<file path="config.mk">
export PLATFORM = sky130hd
export DESIGN_NAME = FramebufferWriter
export DESIGN_NICKNAME = d
export VERILOG_FILES = /design/src/FramebufferPkg.sv /design/src/AxiWriteIssuer.sv /design/src/FragmentLineCoalescer.sv /design/src/FramebufferWriter.sv /design/src/FramebufferWriterStrobeGen.sv
export SDC_FILE = /design/constraint.sdc
export NUM_CORES = 1
export LEC_CHECK = 0
export BUFFER_PORTS_ARGS = -buffer_cell sky130_fd_sc_hd__buf_4
export CORE_ASPECT_RATIO = 0.7
export CORE_MARGIN = 1.5
export CORE_UTILIZATION = 41
export CTS_CLUSTER_DIAMETER = 60
export DETAILED_ROUTE_END_ITERATION = 8
export SYNTH_ARGS = -nofsm -noshare
export SYNTH_HDL_FRONTEND = slang
export SYNTH_HIERARCHICAL = 1
export SYNTH_SLANG_ARGS = --single-unit
</file>
<file path="constraint.sdc">
create_clock -name aclk -period 18.86 [get_ports aclk]
set_input_delay 0 -clock aclk [delete_from_list [all_inputs] [get_ports aclk]]
set_output_delay 0 -clock aclk [all_outputs]
set_load 0.01 [all_outputs]
</file>
<file path="src/FramebufferPkg.sv">
package FramebufferPkg;

    //////////////////////////////////////////////////////////////////////
    // Bus and pixel geometry
    //////////////////////////////////////////////////////////////////////

    localparam int StreamWidth = 32;
    localparam int AddrWidth = 32;
    localparam int StrbWidth = StreamWidth / 8;
    localparam int IdWidth = 8;

    // Largest screen is 2048 x 2048
    localparam int XBitWidth = 11;
    localparam int YBitWidth = 11;

    localparam int PixelWidth = 16;
    localparam int PixelMaskWidth = PixelWidth / 8;

    // A pixel address splits into a slot inside the line and the line tag
    localparam int IndexBytePos = 0;
    localparam int IndexByteWidth = $clog2(StreamWidth / PixelWidth);
    localparam int IndexTagPos = IndexByteWidth;
    localparam int IndexTagWidth = AddrWidth - IndexTagPos;

    // Tag to byte address of a line
    localparam int LineByteShift = $clog2(StrbWidth);

    typedef enum logic
    {
        Accepting,
        Draining
    } CoalescerState;

    // Encoding of awburst
    typedef enum logic [1:0]
    {
        Fixed = 2'd0,
        Incr  = 2'd1,
        Wrap  = 2'd2
    } BurstType;

    function automatic logic scissorPass(
        input logic                     enable,
        input logic [XBitWidth - 1 : 0] startX,
        input logic [YBitWidth - 1 : 0] startY,
        input logic [XBitWidth - 1 : 0] endX,
        input logic [YBitWidth - 1 : 0] endY,
        input logic [XBitWidth - 1 : 0] x,
        input logic [YBitWidth - 1 : 0] y
    );
        return !enable || ((x >= startX) && (x < endX) && (y >= startY) && (y < endY));
    endfunction

endpackage

</file>
<file path="src/AxiWriteIssuer.sv">
module AxiWriteIssuer
(
    input  logic                                       aclk,
    input  logic                                       resetn,

    input  logic [FramebufferPkg::AddrWidth - 1 : 0]   confAddr,

    input  logic                                       lineReq,
    input  logic [FramebufferPkg::AddrWidth - 1 : 0]   lineAddr,
    input  logic [FramebufferPkg::StreamWidth - 1 : 0] lineData,
    input  logic [FramebufferPkg::StrbWidth - 1 : 0]   lineStrb,
    output logic                                       lineTaken,

    output logic [FramebufferPkg::IdWidth - 1 : 0]     memAwid,
    output logic [FramebufferPkg::AddrWidth - 1 : 0]   memAwaddr,
    output logic [7:0]                                 memAwlen,
    output logic [2:0]                                 memAwsize,
    output logic [1:0]                                 memAwburst,
    output logic                                       memAwvalid,
    input  logic                                       memAwready,

    output logic [FramebufferPkg::StreamWidth - 1 : 0] memWdata,
    output logic [FramebufferPkg::StrbWidth - 1 : 0]   memWstrb,
    output logic                                       memWlast,
    output logic                                       memWvalid,
    input  logic                                       memWready,

    input  logic [FramebufferPkg::IdWidth - 1 : 0]     memBid,
    input  logic [1:0]                                 memBresp,
    input  logic                                       memBvalid,
    output logic                                       memBready
);
    import FramebufferPkg::*;

    logic channelsIdle;

    // A take is in flight until both valids have risen
    assign channelsIdle = !memAwvalid && !memWvalid && !lineTaken;

    // Every write is a single full-width beat
    assign memAwlen = 8'd0;
    assign memAwsize = 3'(LineByteShift);
    assign memAwburst = Incr;
    assign memWlast = 1'b1;

    // Responses are swallowed as they arrive
    assign memBready = 1'b1;

    always_ff @(posedge aclk)
    begin
        if (!resetn)
        begin
            lineTaken <= 1'b0;
            memAwid <= '0;
            memAwvalid <= 1'b0;
            memWvalid <= 1'b0;
        end
        else
        begin
            lineTaken <= 1'b0;
            if (channelsIdle && lineReq)
            begin
                lineTaken <= 1'b1;
                memAwid <= memAwid + 1'b1;
                memAwaddr <= confAddr + lineAddr;
                memWdata <= lineData;
                memWstrb <= lineStrb;
            end

            if (lineTaken)
            begin
                memAwvalid <= 1'b1;
                memWvalid <= 1'b1;
            end

            // Address and data beats complete independently
            if (memAwvalid && memAwready)
            begin
                memAwvalid <= 1'b0;
            end
            if (memWvalid && memWready)
            begin
                memWvalid <= 1'b0;
            end
        end
    end

endmodule

</file>
<file path="src/FragmentLineCoalescer.sv">
module FragmentLineCoalescer
(
    input  logic                                          aclk,
    input  logic                                          resetn,

    input  logic                                          confEnableScissor,
    input  logic [FramebufferPkg::XBitWidth - 1 : 0]      confScissorStartX,
    input  logic [FramebufferPkg::YBitWidth - 1 : 0]      confScissorStartY,
    input  logic [FramebufferPkg::XBitWidth - 1 : 0]      confScissorEndX,
    input  logic [FramebufferPkg::YBitWidth - 1 : 0]      confScissorEndY,
    input  logic [FramebufferPkg::PixelMaskWidth - 1 : 0] confMask,

    input  logic                                          fragValid,
    output logic                                          fragReady,
    input  logic                                          fragLast,
    input  logic [FramebufferPkg::PixelWidth - 1 : 0]     fragData,
    input  logic                                          fragStrb,
    input  logic [FramebufferPkg::AddrWidth - 1 : 0]      fragAddr,
    input  logic [FramebufferPkg::XBitWidth - 1 : 0]      fragXPos,
    input  logic [FramebufferPkg::YBitWidth - 1 : 0]      fragYPos,

    output logic                                          lineReq,
    output logic [FramebufferPkg::AddrWidth - 1 : 0]      lineAddr,
    output logic [FramebufferPkg::StreamWidth - 1 : 0]    lineData,
    output logic [FramebufferPkg::StrbWidth - 1 : 0]      lineStrb,
    input  logic                                          lineTaken
);
    import FramebufferPkg::*;

    CoalescerState                 state;

    // Line that is currently being filled
    logic [IndexTagWidth - 1 : 0]  openTag;
    logic [StreamWidth - 1 : 0]    openData;
    logic [StrbWidth - 1 : 0]      openStrb;
    logic                          openHasData;
    logic                          openLast;
    logic [AddrWidth - 1 : 0]      openLineAddr;

    // One fragment parked while the previous line waits for the issuer
    logic [IndexTagWidth - 1 : 0]  skidTag;
    logic [IndexByteWidth - 1 : 0] skidSlot;
    logic [PixelWidth - 1 : 0]     skidPixel;
    logic [StrbWidth - 1 : 0]      skidStrb;
    logic                          skidLast;

    logic [IndexTagWidth - 1 : 0]  fragTag;
    logic [IndexByteWidth - 1 : 0] fragSlot;
    logic [PixelMaskWidth - 1 : 0] fragMask;
    logic [StrbWidth - 1 : 0]      fragStrobe;
    logic [StreamWidth - 1 : 0]    fragLineData;

    assign fragTag = fragAddr[IndexTagPos +: IndexTagWidth];
    assign fragSlot = fragAddr[IndexBytePos +: IndexByteWidth];
    assign openLineAddr = AddrWidth'(openTag) << LineByteShift;
    assign fragReady = (state == Accepting);

    // Pixel copied into every slot, the strobe picks the lanes that change
    assign fragLineData = {(StreamWidth / PixelWidth){fragData}};

    // Scissor and fragment strobe gate the colour mask as a whole
    assign fragMask = (scissorPass(confEnableScissor, confScissorStartX, confScissorStartY,
                                   confScissorEndX, confScissorEndY, fragXPos, fragYPos)
                       && fragStrb) ? confMask : '0;

    FramebufferWriterStrobeGen strobeGen
    (
        .mask(fragMask),
        .slot(fragSlot),
        .strobe(fragStrobe)
    );

    always_ff @(posedge aclk)
    begin
        if (!resetn)
        begin
            state <= Accepting;
            lineReq <= 1'b0;
            openTag <= '0;
            openStrb <= '0;
            openHasData <= 1'b0;
            openLast <= 1'b0;
        end
        else
        begin
            if (lineTaken)
            begin
                lineReq <= 1'b0;
            end

            //////////////////////////////////////////////////////////////
            // Accepting fragments
            //////////////////////////////////////////////////////////////
            if (state == Accepting)
            begin
                if (fragValid)
                begin
                    if ((fragTag == openTag) || !lineReq)
                    begin
                        if (fragTag != openTag)
                        begin
                            // Old line leaves, this fragment opens the next one
                            lineReq <= openHasData;
                            lineAddr <= openLineAddr;
                            lineData <= openData;
                            lineStrb <= openStrb;
                            openTag <= fragTag;
                            openStrb <= fragStrobe;
                        end
                        else
                        begin
                            openStrb <= openStrb | fragStrobe;
                        end
                        // Masked bytes keep what earlier fragments wrote
                        for (int lane = 0; lane < StrbWidth; lane++)
                        begin
                            if (fragStrobe[lane])
                            begin
                                openData[lane * 8 +: 8] <= fragLineData[lane * 8 +: 8];
                            end
                        end
                        openHasData <= 1'b1;
                        if (fragLast)
                        begin
                            openLast <= 1'b1;
                            state <= Draining;
                        end
                    end
                    else
                    begin
                        // Issuer still busy with the previous line
                        skidTag <= fragTag;
                        skidSlot <= fragSlot;
                        skidPixel <= fragData;
                        skidStrb <= fragStrobe;
                        skidLast <= fragLast;
                        state <= Draining;
                    end
                end
            end

            //////////////////////////////////////////////////////////////
            // Draining once the request slot is free
            //////////////////////////////////////////////////////////////
            else if (!lineReq)
            begin
                lineReq <= openHasData;
                lineAddr <= openLineAddr;
                lineData <= openData;
                lineStrb <= openStrb;
                if (openLast)
                begin
                    // End of stream, next stream starts from an empty line
                    openTag <= '0;
                    openStrb <= '0;
                    openHasData <= 1'b0;
                    openLast <= 1'b0;
                    state <= Accepting;
                end
                else
                begin
                    openTag <= skidTag;
                    openData[skidSlot * PixelWidth +: PixelWidth] <= skidPixel;
                    openStrb <= skidStrb;
                    openHasData <= 1'b1;
                    openLast <= skidLast;
                    // A parked last fragment needs one more drain
                    if (!skidLast)
                    begin
                        state <= Accepting;
                    end
                end
            end
        end
    end

endmodule

</file>
<file path="src/FramebufferWriter.sv">
module FramebufferWriter
(
    input  logic                                          aclk,
    input  logic                                          resetn,

    //////////////////////////////////////////////////////////////////////
    // Configuration
    //////////////////////////////////////////////////////////////////////
    input  logic [FramebufferPkg::AddrWidth - 1 : 0]      confAddr,
    input  logic                                          confEnableScissor,
    input  logic [FramebufferPkg::XBitWidth - 1 : 0]      confScissorStartX,
    input  logic [FramebufferPkg::YBitWidth - 1 : 0]      confScissorStartY,
    input  logic [FramebufferPkg::XBitWidth - 1 : 0]      confScissorEndX,
    input  logic [FramebufferPkg::YBitWidth - 1 : 0]      confScissorEndY,
    input  logic [FramebufferPkg::PixelMaskWidth - 1 : 0] confMask,

    //////////////////////////////////////////////////////////////////////
    // Fragment stream
    //////////////////////////////////////////////////////////////////////
    input  logic                                          fragValid,
    output logic                                          fragReady,
    input  logic                                          fragLast,
    input  logic [FramebufferPkg::PixelWidth - 1 : 0]     fragData,
    input  logic                                          fragStrb,
    input  logic [FramebufferPkg::AddrWidth - 1 : 0]      fragAddr,
    input  logic [FramebufferPkg::XBitWidth - 1 : 0]      fragXPos,
    input  logic [FramebufferPkg::YBitWidth - 1 : 0]      fragYPos,

    //////////////////////////////////////////////////////////////////////
    // Memory write channels
    //////////////////////////////////////////////////////////////////////
    output logic [FramebufferPkg::IdWidth - 1 : 0]        memAwid,
    output logic [FramebufferPkg::AddrWidth - 1 : 0]      memAwaddr,
    output logic [7:0]                                    memAwlen,
    output logic [2:0]                                    memAwsize,
    output logic [1:0]                                    memAwburst,
    output logic                                          memAwvalid,
    input  logic                                          memAwready,

    output logic [FramebufferPkg::StreamWidth - 1 : 0]    memWdata,
    output logic [FramebufferPkg::StrbWidth - 1 : 0]      memWstrb,
    output logic                                          memWlast,
    output logic                                          memWvalid,
    input  logic                                          memWready,

    input  logic [FramebufferPkg::IdWidth - 1 : 0]        memBid,
    input  logic [1:0]                                    memBresp,
    input  logic                                          memBvalid,
    output logic                                          memBready
);
    import FramebufferPkg::*;

    // Finished line on its way from the coalescer to the issuer
    logic                       lineReq;
    logic [AddrWidth - 1 : 0]   lineAddr;
    logic [StreamWidth - 1 : 0] lineData;
    logic [StrbWidth - 1 : 0]   lineStrb;
    logic                       lineTaken;

    FragmentLineCoalescer coalescer
    (
        .*
    );

    AxiWriteIssuer issuer
    (
        .*
    );

endmodule

</file>
<file path="src/FramebufferWriterStrobeGen.sv">
module FramebufferWriterStrobeGen
(
    input  logic [FramebufferPkg::PixelMaskWidth - 1 : 0] mask,
    input  logic [FramebufferPkg::IndexByteWidth - 1 : 0] slot,
    output logic [FramebufferPkg::StrbWidth - 1 : 0]      strobe
);
    import FramebufferPkg::*;

    // Each pixel slot owns PixelMaskWidth neighbouring byte lanes
    always_comb
    begin
        strobe = '0;
        strobe[slot * PixelMaskWidth +: PixelMaskWidth] = mask;
    end

endmodule

</file>
==> flow_metrics.py, run 1 <==
metrics = {
    "global_routing": {
        "antenna_found_initial": 1,
        "overflow": 0,
        "grt_max_degree": 69,
        "grt_pass1_vias": 9023,
        "grt_usage_pct": 18.4,
        "grt_pass1_wl_um": 47900,
    },
    "sta": {
        "layout_min_cycle_time_ps": 3370,
        "fin_crit_sh_pct": 17.9,
        "hold_violations": 0,
        "worstMarginPinSlew_ps": 986,
        "grt_setup_unrepaired": "no",
        "setup_viol": 0,
        "fmax_ghz": 0.297,
        "tns_ps": 0,
        "finClkSkew_ps": 18.4,
        "max_slew_margin_pct": 34.2,
        "slew_viol_final": 0,
        "hold_ws_ps": 31.4,
    },
    "clocking": {
        "cts_resized": 0,
        "holdBufCountCts": 67,
        "cts_buffer_depth": 3,
        "path_clk_slew_ps": 60,
        "cts_tree": "yes",
        "clock_latency_ps": 550,
        "cts_buffers": 30,
        "cts_setup_buffers": 0,
        "htree_levels": 1,
        "clock_tree.root_cell": "clkbuf_16",
        "cts_sinks": 269,
    },
    "critical_path": {
        "worstPathMaxFanout": 8,
        "cp_slowest_cell": "o21ai_0",
        "worstPathArrival_ps": 3530,
        "endpoint_kind": "flop",
        "crit_path_start_kind": "flop",
        "cpPeakStageDelay_ps": 720,
        "required_ps": 19020,
        "crit_type": "reg2reg",
        "crit_chain": "xor2_1 -> nor4_2 -> nand4_1 -> o21ai_0 -> a31oi_1 -> nor2_1",
    },
    "detailed_routing": {
        "routed_wl_um": 30700,
        "dr.pass1.iters": 5,
        "viasPerCell": 4.92,
        "detail-route-antenna-nets": 0,
        "drt_iter0_markers": 563,
        "drcViolationCount": 0,
        "wl_per_cell_um": 16.8,
        "routed-via-count": 8963,
    },
    "yosys": {
        "synth-edff-count": 219,
        "synth_seq_area_share_pct": 58.4,
        "syn_inst": 1071,
        "synth_ff_type": "edfxtp_1",
        "ys_warn_count": 6,
        "ys_async_sr_fraction_pct": 0,
        "synth_cell_type_count": 68,
        "synth-seq-cells": 269,
        "synth_area_um2": 13000,
        "avgSynthCellArea_um2": 12.1,
    },
    "place": {
        "hpwl_um": 21700,
        "numPortBuffers": 234,
        "placed_area_um2": 15100,
        "place.gp.congestion": 0.870,
    },
    "run": {
        "drv_cap": 0,
    },
    "floorplanning": {
        "die_w_um": 216,
        "dieHeight_um": 152,
        "core_um2": 31100,
        "rows": 54,
        "initial_utilization_pct": 41.7,
        "ios": 261,
        "die-area_um2": 32700,
    },
    "finish": {
        "register_area_um2": 7580,
        "fillerInstances": 2715,
        "drive_above_1_share_pct": 25.3,
        "multiInputGateArea_um2": 4730,
        "syn2layout_area_growth_pct": 28.9,
        "nNetsFinal": 1617,
        "final_cell_area_um2": 16700,
    },
    "worst_hold_path": {
        "holdCritPathClass": "in2reg",
    },
    "run_status": {
        "outcome": "complete, no violations",
    },
    "power_and_ir_drop": {
        "p_leak_uw": 0.00713,
        "ir_drop_v": 0.0000752,
        "p_per_area_nw_per_um2": 90.1,
    },
}
[per-layer routing]
layer	part of all wire (%)	up-vias	global-route usage, %	routed length [um]
li1	-	4443	-	-
met1	47	4226	25.9	14400
met2	45	252	29.6	13900
met3	5.7	42	3.18	1760
met4	2.0	0	4.56	599
met5	0	-	0	0
[cell families after synthesis]
family                   after synthesis  share of synthesized area, %
flip-flops                           269                          58.4
AO/OA/AOI/OAI                        250                          14.7
AND/OR/NAND/NOR                      236                          9.19
buffers and inverters                170                          5.78
adder cells (fa/ha/maj)               75                          7.29
XOR/XNOR                              66                          4.45
other                                  3                        0.0868
multiplexers                           2                         0.154
[synthesized netlist by cell type, drive strengths merged (3+ instances only)]
| cell | n | share of area (%) |
|---|---|---|
| edfxtp | 219 | 51 |
| inv | 118 | 3.4 |
| nor4 | 10 | 0.53 |
| o21bai | 3 | 0.17 |
| ha | 74 | 7.1 |
| a21oi | 45 | 2.0 |
| nor2 | 60 | 1.9 |
| nor2b | 22 | 1.1 |
| conb | 3 | 0.087 |
| buf | 30 | 1.7 |
| o21a | 7 | 0.42 |
| nand3b | 3 | 0.17 |
| o311ai | 3 | 0.20 |
| clkbuf | 22 | 0.64 |
| nor3 | 6 | 0.23 |
| a31oi | 6 | 0.29 |
| a2111oi | 3 | 0.35 |
| a21o | 52 | 3.0 |
| o211ai | 4 | 0.23 |
| nand2b | 5 | 0.24 |
| o311a | 5 | 0.39 |
| o221a | 4 | 0.35 |
| xor2 | 47 | 3.2 |
| xnor2 | 19 | 1.3 |
| a211oi | 38 | 3.4 |
| nand3 | 21 | 0.81 |
| dfxtp | 50 | 7.7 |
| nand2 | 66 | 1.9 |
| and3 | 3 | 0.14 |
| o31ai | 3 | 0.17 |
| o41ai | 3 | 0.26 |
| o21ai | 58 | 2.3 |
| o211a | 4 | 0.31 |
| nand4 | 14 | 0.67 |
| and2 | 18 | 0.88 |
[metrics by stage]
step	worst slack (ps)	instances	util (%)	total power [uW]
after global routing	15330	1820	53.7	1580
after detailed placement	15040	1696	48.5	955
after global placement	15060	1696	48.5	950
after CTS	15500	1819	53.7	1530
after floorplan	12410	1085	-	870
final	15490	1820	53.7	1510
[registers in the layout, indices dropped and copies added, names as in the netlist, 4 cells and up]
signal	flops
issuer/memWstrb	4
issuer/memWdata	32
coalescer/openStrb	4
coalescer/skidTag	31
coalescer/lineAddr	30
coalescer/skidStrb	4
coalescer/lineData	32
coalescer/openData	32
issuer/memAwid	8
coalescer/openTag	31
coalescer/lineStrb	4
coalescer/skidPixel	16
issuer/memAwaddr	32
[where the power goes]
part           switching [uW]  total [uW]  internal, uW
Clock                     234         553           319
Sequential               18.5         705           687
Combinational             140         249           110
Total                     392        1510          1120
[cells in the final DEF, fill, tap and decap left out, types with 5 or more instances in the layout]
cell type,n
buf_4,243
edfxtp_1,219
inv_1,118
ha_1,74
dlygate4sd3_1,67
nand2_1,66
a21o_1,52
o21ai_0,51
nor2_1,50
dfxtp_1,50
xor2_1,47
a21oi_1,41
clkbuf_16,31
a211oi_2,31
nor2b_1,22
nand3_1,21
xnor2_1,19
conb_1,17
and2_1,16
nand4_1,14
nor4_1,9
nor2_2,9
clkinv_2,8
a211oi_1,7
a31oi_1,6
clkbuf_1,5
nand2b_1,5
nor3_1,5
o311a_1,5
o21a_1,5
[layout make-up]
cell class,instances,share of cell area (%)
multi-input combinational,646,28.3
inverter,118,2.65
clock buffer,37,4.83
sequential,269,45.3
clock inverter,19,0.860
timing repair buffer,310,14.9
antenna,1,0.0150
tap,420,3.14
[critical path: cells and delay by family (launching register included)]
family,cells,cell delay (ps)
and+or+nand+nor,3,1570
AOI/OAI and AO/OA,2,880
DFF,1,330
xor gates and xnor gates,1,200
[path summary, 6_finish.rpt]
| check | from | end | cells after the start | slack [ps] |
|---|---|---|---|---|
| min | confAddr[16] | issuer/memAwaddr[16] | 3 | 30 |
| max | coalescer/openTag[25] | coalescer/openData[11] | 6 | 15490 |
| min reg2reg | coalescer/lineData[5] | issuer/memWdata[5] | 0 | 420 |
| max reg2reg | coalescer/openTag[25] | coalescer/openData[11] | 6 | 15490 |
No activity file was read; power rests on OpenSTA's default activity.
==> run 2, diff against run 1 <==
clock period = 2.8 ns   (was 18.86 ns; I/O delays follow)
==> run 2 against run 1 <==
Against the previous run: clock power grew to 7.1 times the previous value; utilization grew 1.2 points; register-to-register slack worse by 15000 ps; routed wire length shrank 0.15%; cell count up 1.6%; sequential power rose to 6.7 times the previous value; setup slack worse by 15000 ps; flip-flop and latch count did not move; non-clock buffer count grew 28; first-iteration DRC count down 16%; critical path depth increased by 3; die area unchanged; largest cell class unchanged.
==> flow_metrics.py, run 2 (synthesis gave the netlist of run 1 again) <==
metrics = {
    "critical_path": {
        "endpoint_kind": "flop",
        "crit_type": "reg2reg",
        "worstPathArrival_ps": 2870,
        "required_ps": 3090,
        "worstPathMaxFanout": 6,
        "crit_path_start_kind": "flop",
    },
    "detailed_routing": {
        "drt_iter0_markers": 472,
        "wl_per_cell_um": 16.6,
        "routed-via-count": 9079,
        "viasPerCell": 4.91,
        "detail-route-antenna-nets": 0,
        "dr.pass1.iters": 5,
        "drcViolationCount": 0,
        "routed_wl_um": 30600,
    },
    "global_routing": {
        "antenna_found_initial": 0,
        "grt_max_degree": 41,
        "grt_pass1_vias": 8837,
        "overflow": 0,
        "grt_pass1_wl_um": 47600,
        "grt_usage_pct": 18.2,
    },
    "finish": {
        "layout_common_cells": "buf_4, edfxtp_1, inv_1",
        "final_cell_area_um2": 17100,
        "final_common_cell": "buf_4",
        "num_antenna_cells": 0,
        "register_area_um2": 7590,
        "utilization_pct": 54.9,
        "multiInputGateArea_um2": 4740,
        "syn2layout_area_growth_pct": 31.8,
        "nNetsFinal": 1646,
        "fillerInstances": 2651,
        "drive_above_1_share_pct": 28.2,
    },
    "power_and_ir_drop": {
        "netSwitchingFraction_pct": 26.5,
        "total_power_uw": 10500,
        "clkPwrFrac_pct": 37.8,
        "p_per_area_nw_per_um2": 611,
        "p_int_uw": 7680,
        "p_comb_share_pct": 16.8,
        "power.switching_uw": 2780,
        "ir_drop_v": 0.000450,
        "seqPwrFrac_pct": 45.4,
        "p_leak_uw": 0.00732,
    },
    "place": {
        "place.gp.congestion": 0.898,
        "numPortBuffers": 234,
        "placed_area_um2": 15400,
        "hpwl_um": 22100,
        "preCtsSetupSlack_ps": -307,
    },
    "worst_hold_path": {
        "holdCritPathClass": "in2reg",
    },
    "floorplanning": {
        "die_w_um": 216,
        "dieHeight_um": 152,
        "ios": 261,
        "initial_utilization_pct": 41.7,
        "die-area_um2": 32700,
        "core_um2": 31100,
        "rows": 54,
    },
    "sta": {
        "finClkSkew_ps": 24.0,
        "worst_slack_ps": 218,
        "setup_viol": 0,
        "grt_setup_unrepaired": "no",
        "max_slew_margin_pct": 44.9,
        "fmax_ghz": 0.387,
        "worstMarginPinSlew_ps": 826,
        "slew_viol_final": 0,
        "layout_min_cycle_time_ps": 2580,
        "hold_violations": 0,
        "fin_crit_sh_pct": 92.2,
    },
    "clocking": {
        "cts_resized": 0,
        "cts_buffers": 31,
        "cts_tree": "yes",
        "cts_sinks": 269,
        "path_clk_slew_ps": 60,
        "clock_latency_ps": 560,
        "cts_buffer_depth": 3,
        "cts_setup_buffers": 0,
        "htree_levels": 1,
        "clock_tree.root_cell": "clkbuf_16",
    },
    "run_status": {
        "outcome": "complete, no violations",
    },
    "run": {
        "drv_cap": 0,
    },
}
[run 2: final timing paths]
| path | slack [ps] | to | cells after the start | startpoint |
|---|---|---|---|---|
| worst max-delay path | 220 | issuer/memAwaddr[27] | 9 | coalescer/lineAddr[6] |
| worst max register to register | 220 | issuer/memAwaddr[27] | 9 | coalescer/lineAddr[6] |
| worst min register to register | 410 | coalescer/lineData[28] | 0 | coalescer/openData[28] |
| worst min-delay path | 30 | issuer/memAwaddr[16] | 3 | confAddr[16] |
[run 2: critical path, stage by stage (launching register included)]
cell,delay (ps)
edfxtp_1,390
ha_1,360
a21oi_1,250
o22ai_1,160
o21ba_1,230
a2111oi_4,330
buf_4,210
o21a_2,180
o21ai_2,70
xor2_1,150
[run 2: through the flow]
| stage | TNS [ps] | hold slack (ps) | cells |
|---|---|---|---|
| after floorplan | -20300 | 98.9 | 1085 |
| after global placement | -8550 | 188 | 1722 |
| after detailed placement | -8980 | 192 | 1722 |
| after CTS | 0 | 0.564 | 1849 |
| after global routing | 0 | 29.6 | 1849 |
| final | 0 | 26.2 | 1849 |
[run 2: per-layer routing]
layer,global-route usage [%],vias up,wire length [um]
met5,0,-,0
met4,3.70,0,464
met3,3.98,34,1940
met2,28.0,259,13400
met1,26.6,4284,14800
li1,-,4502,-
[run 2: layout make-up]
type                    instances  share of cell area (%)
repair buffers                338                    16.3
inverters                     118                    2.59
well taps                     420                    3.07
flip-flops and latches        269                    44.4
multi-input cells             646                    27.7
clock inverters                25                    1.36
clock buffers                  33                    4.58
[run 2: power by group through the flow]
stage	clock (uW)	sequential, uW	combinational, uW
floorplan	0	4820	1040
finish	3950	4750	1760
global route	4210	4770	1930
detailed placement	0	4830	1670
global placement	0	4830	1650
CTS	4060	4750	1770
[run 2: what timing repair did]
item | 4_1_cts | 5_1_grt
endpoints found under the hold margin | 143 | 0
hold buffers | 69 | 0
setup endpoints to repair | 0 | 0
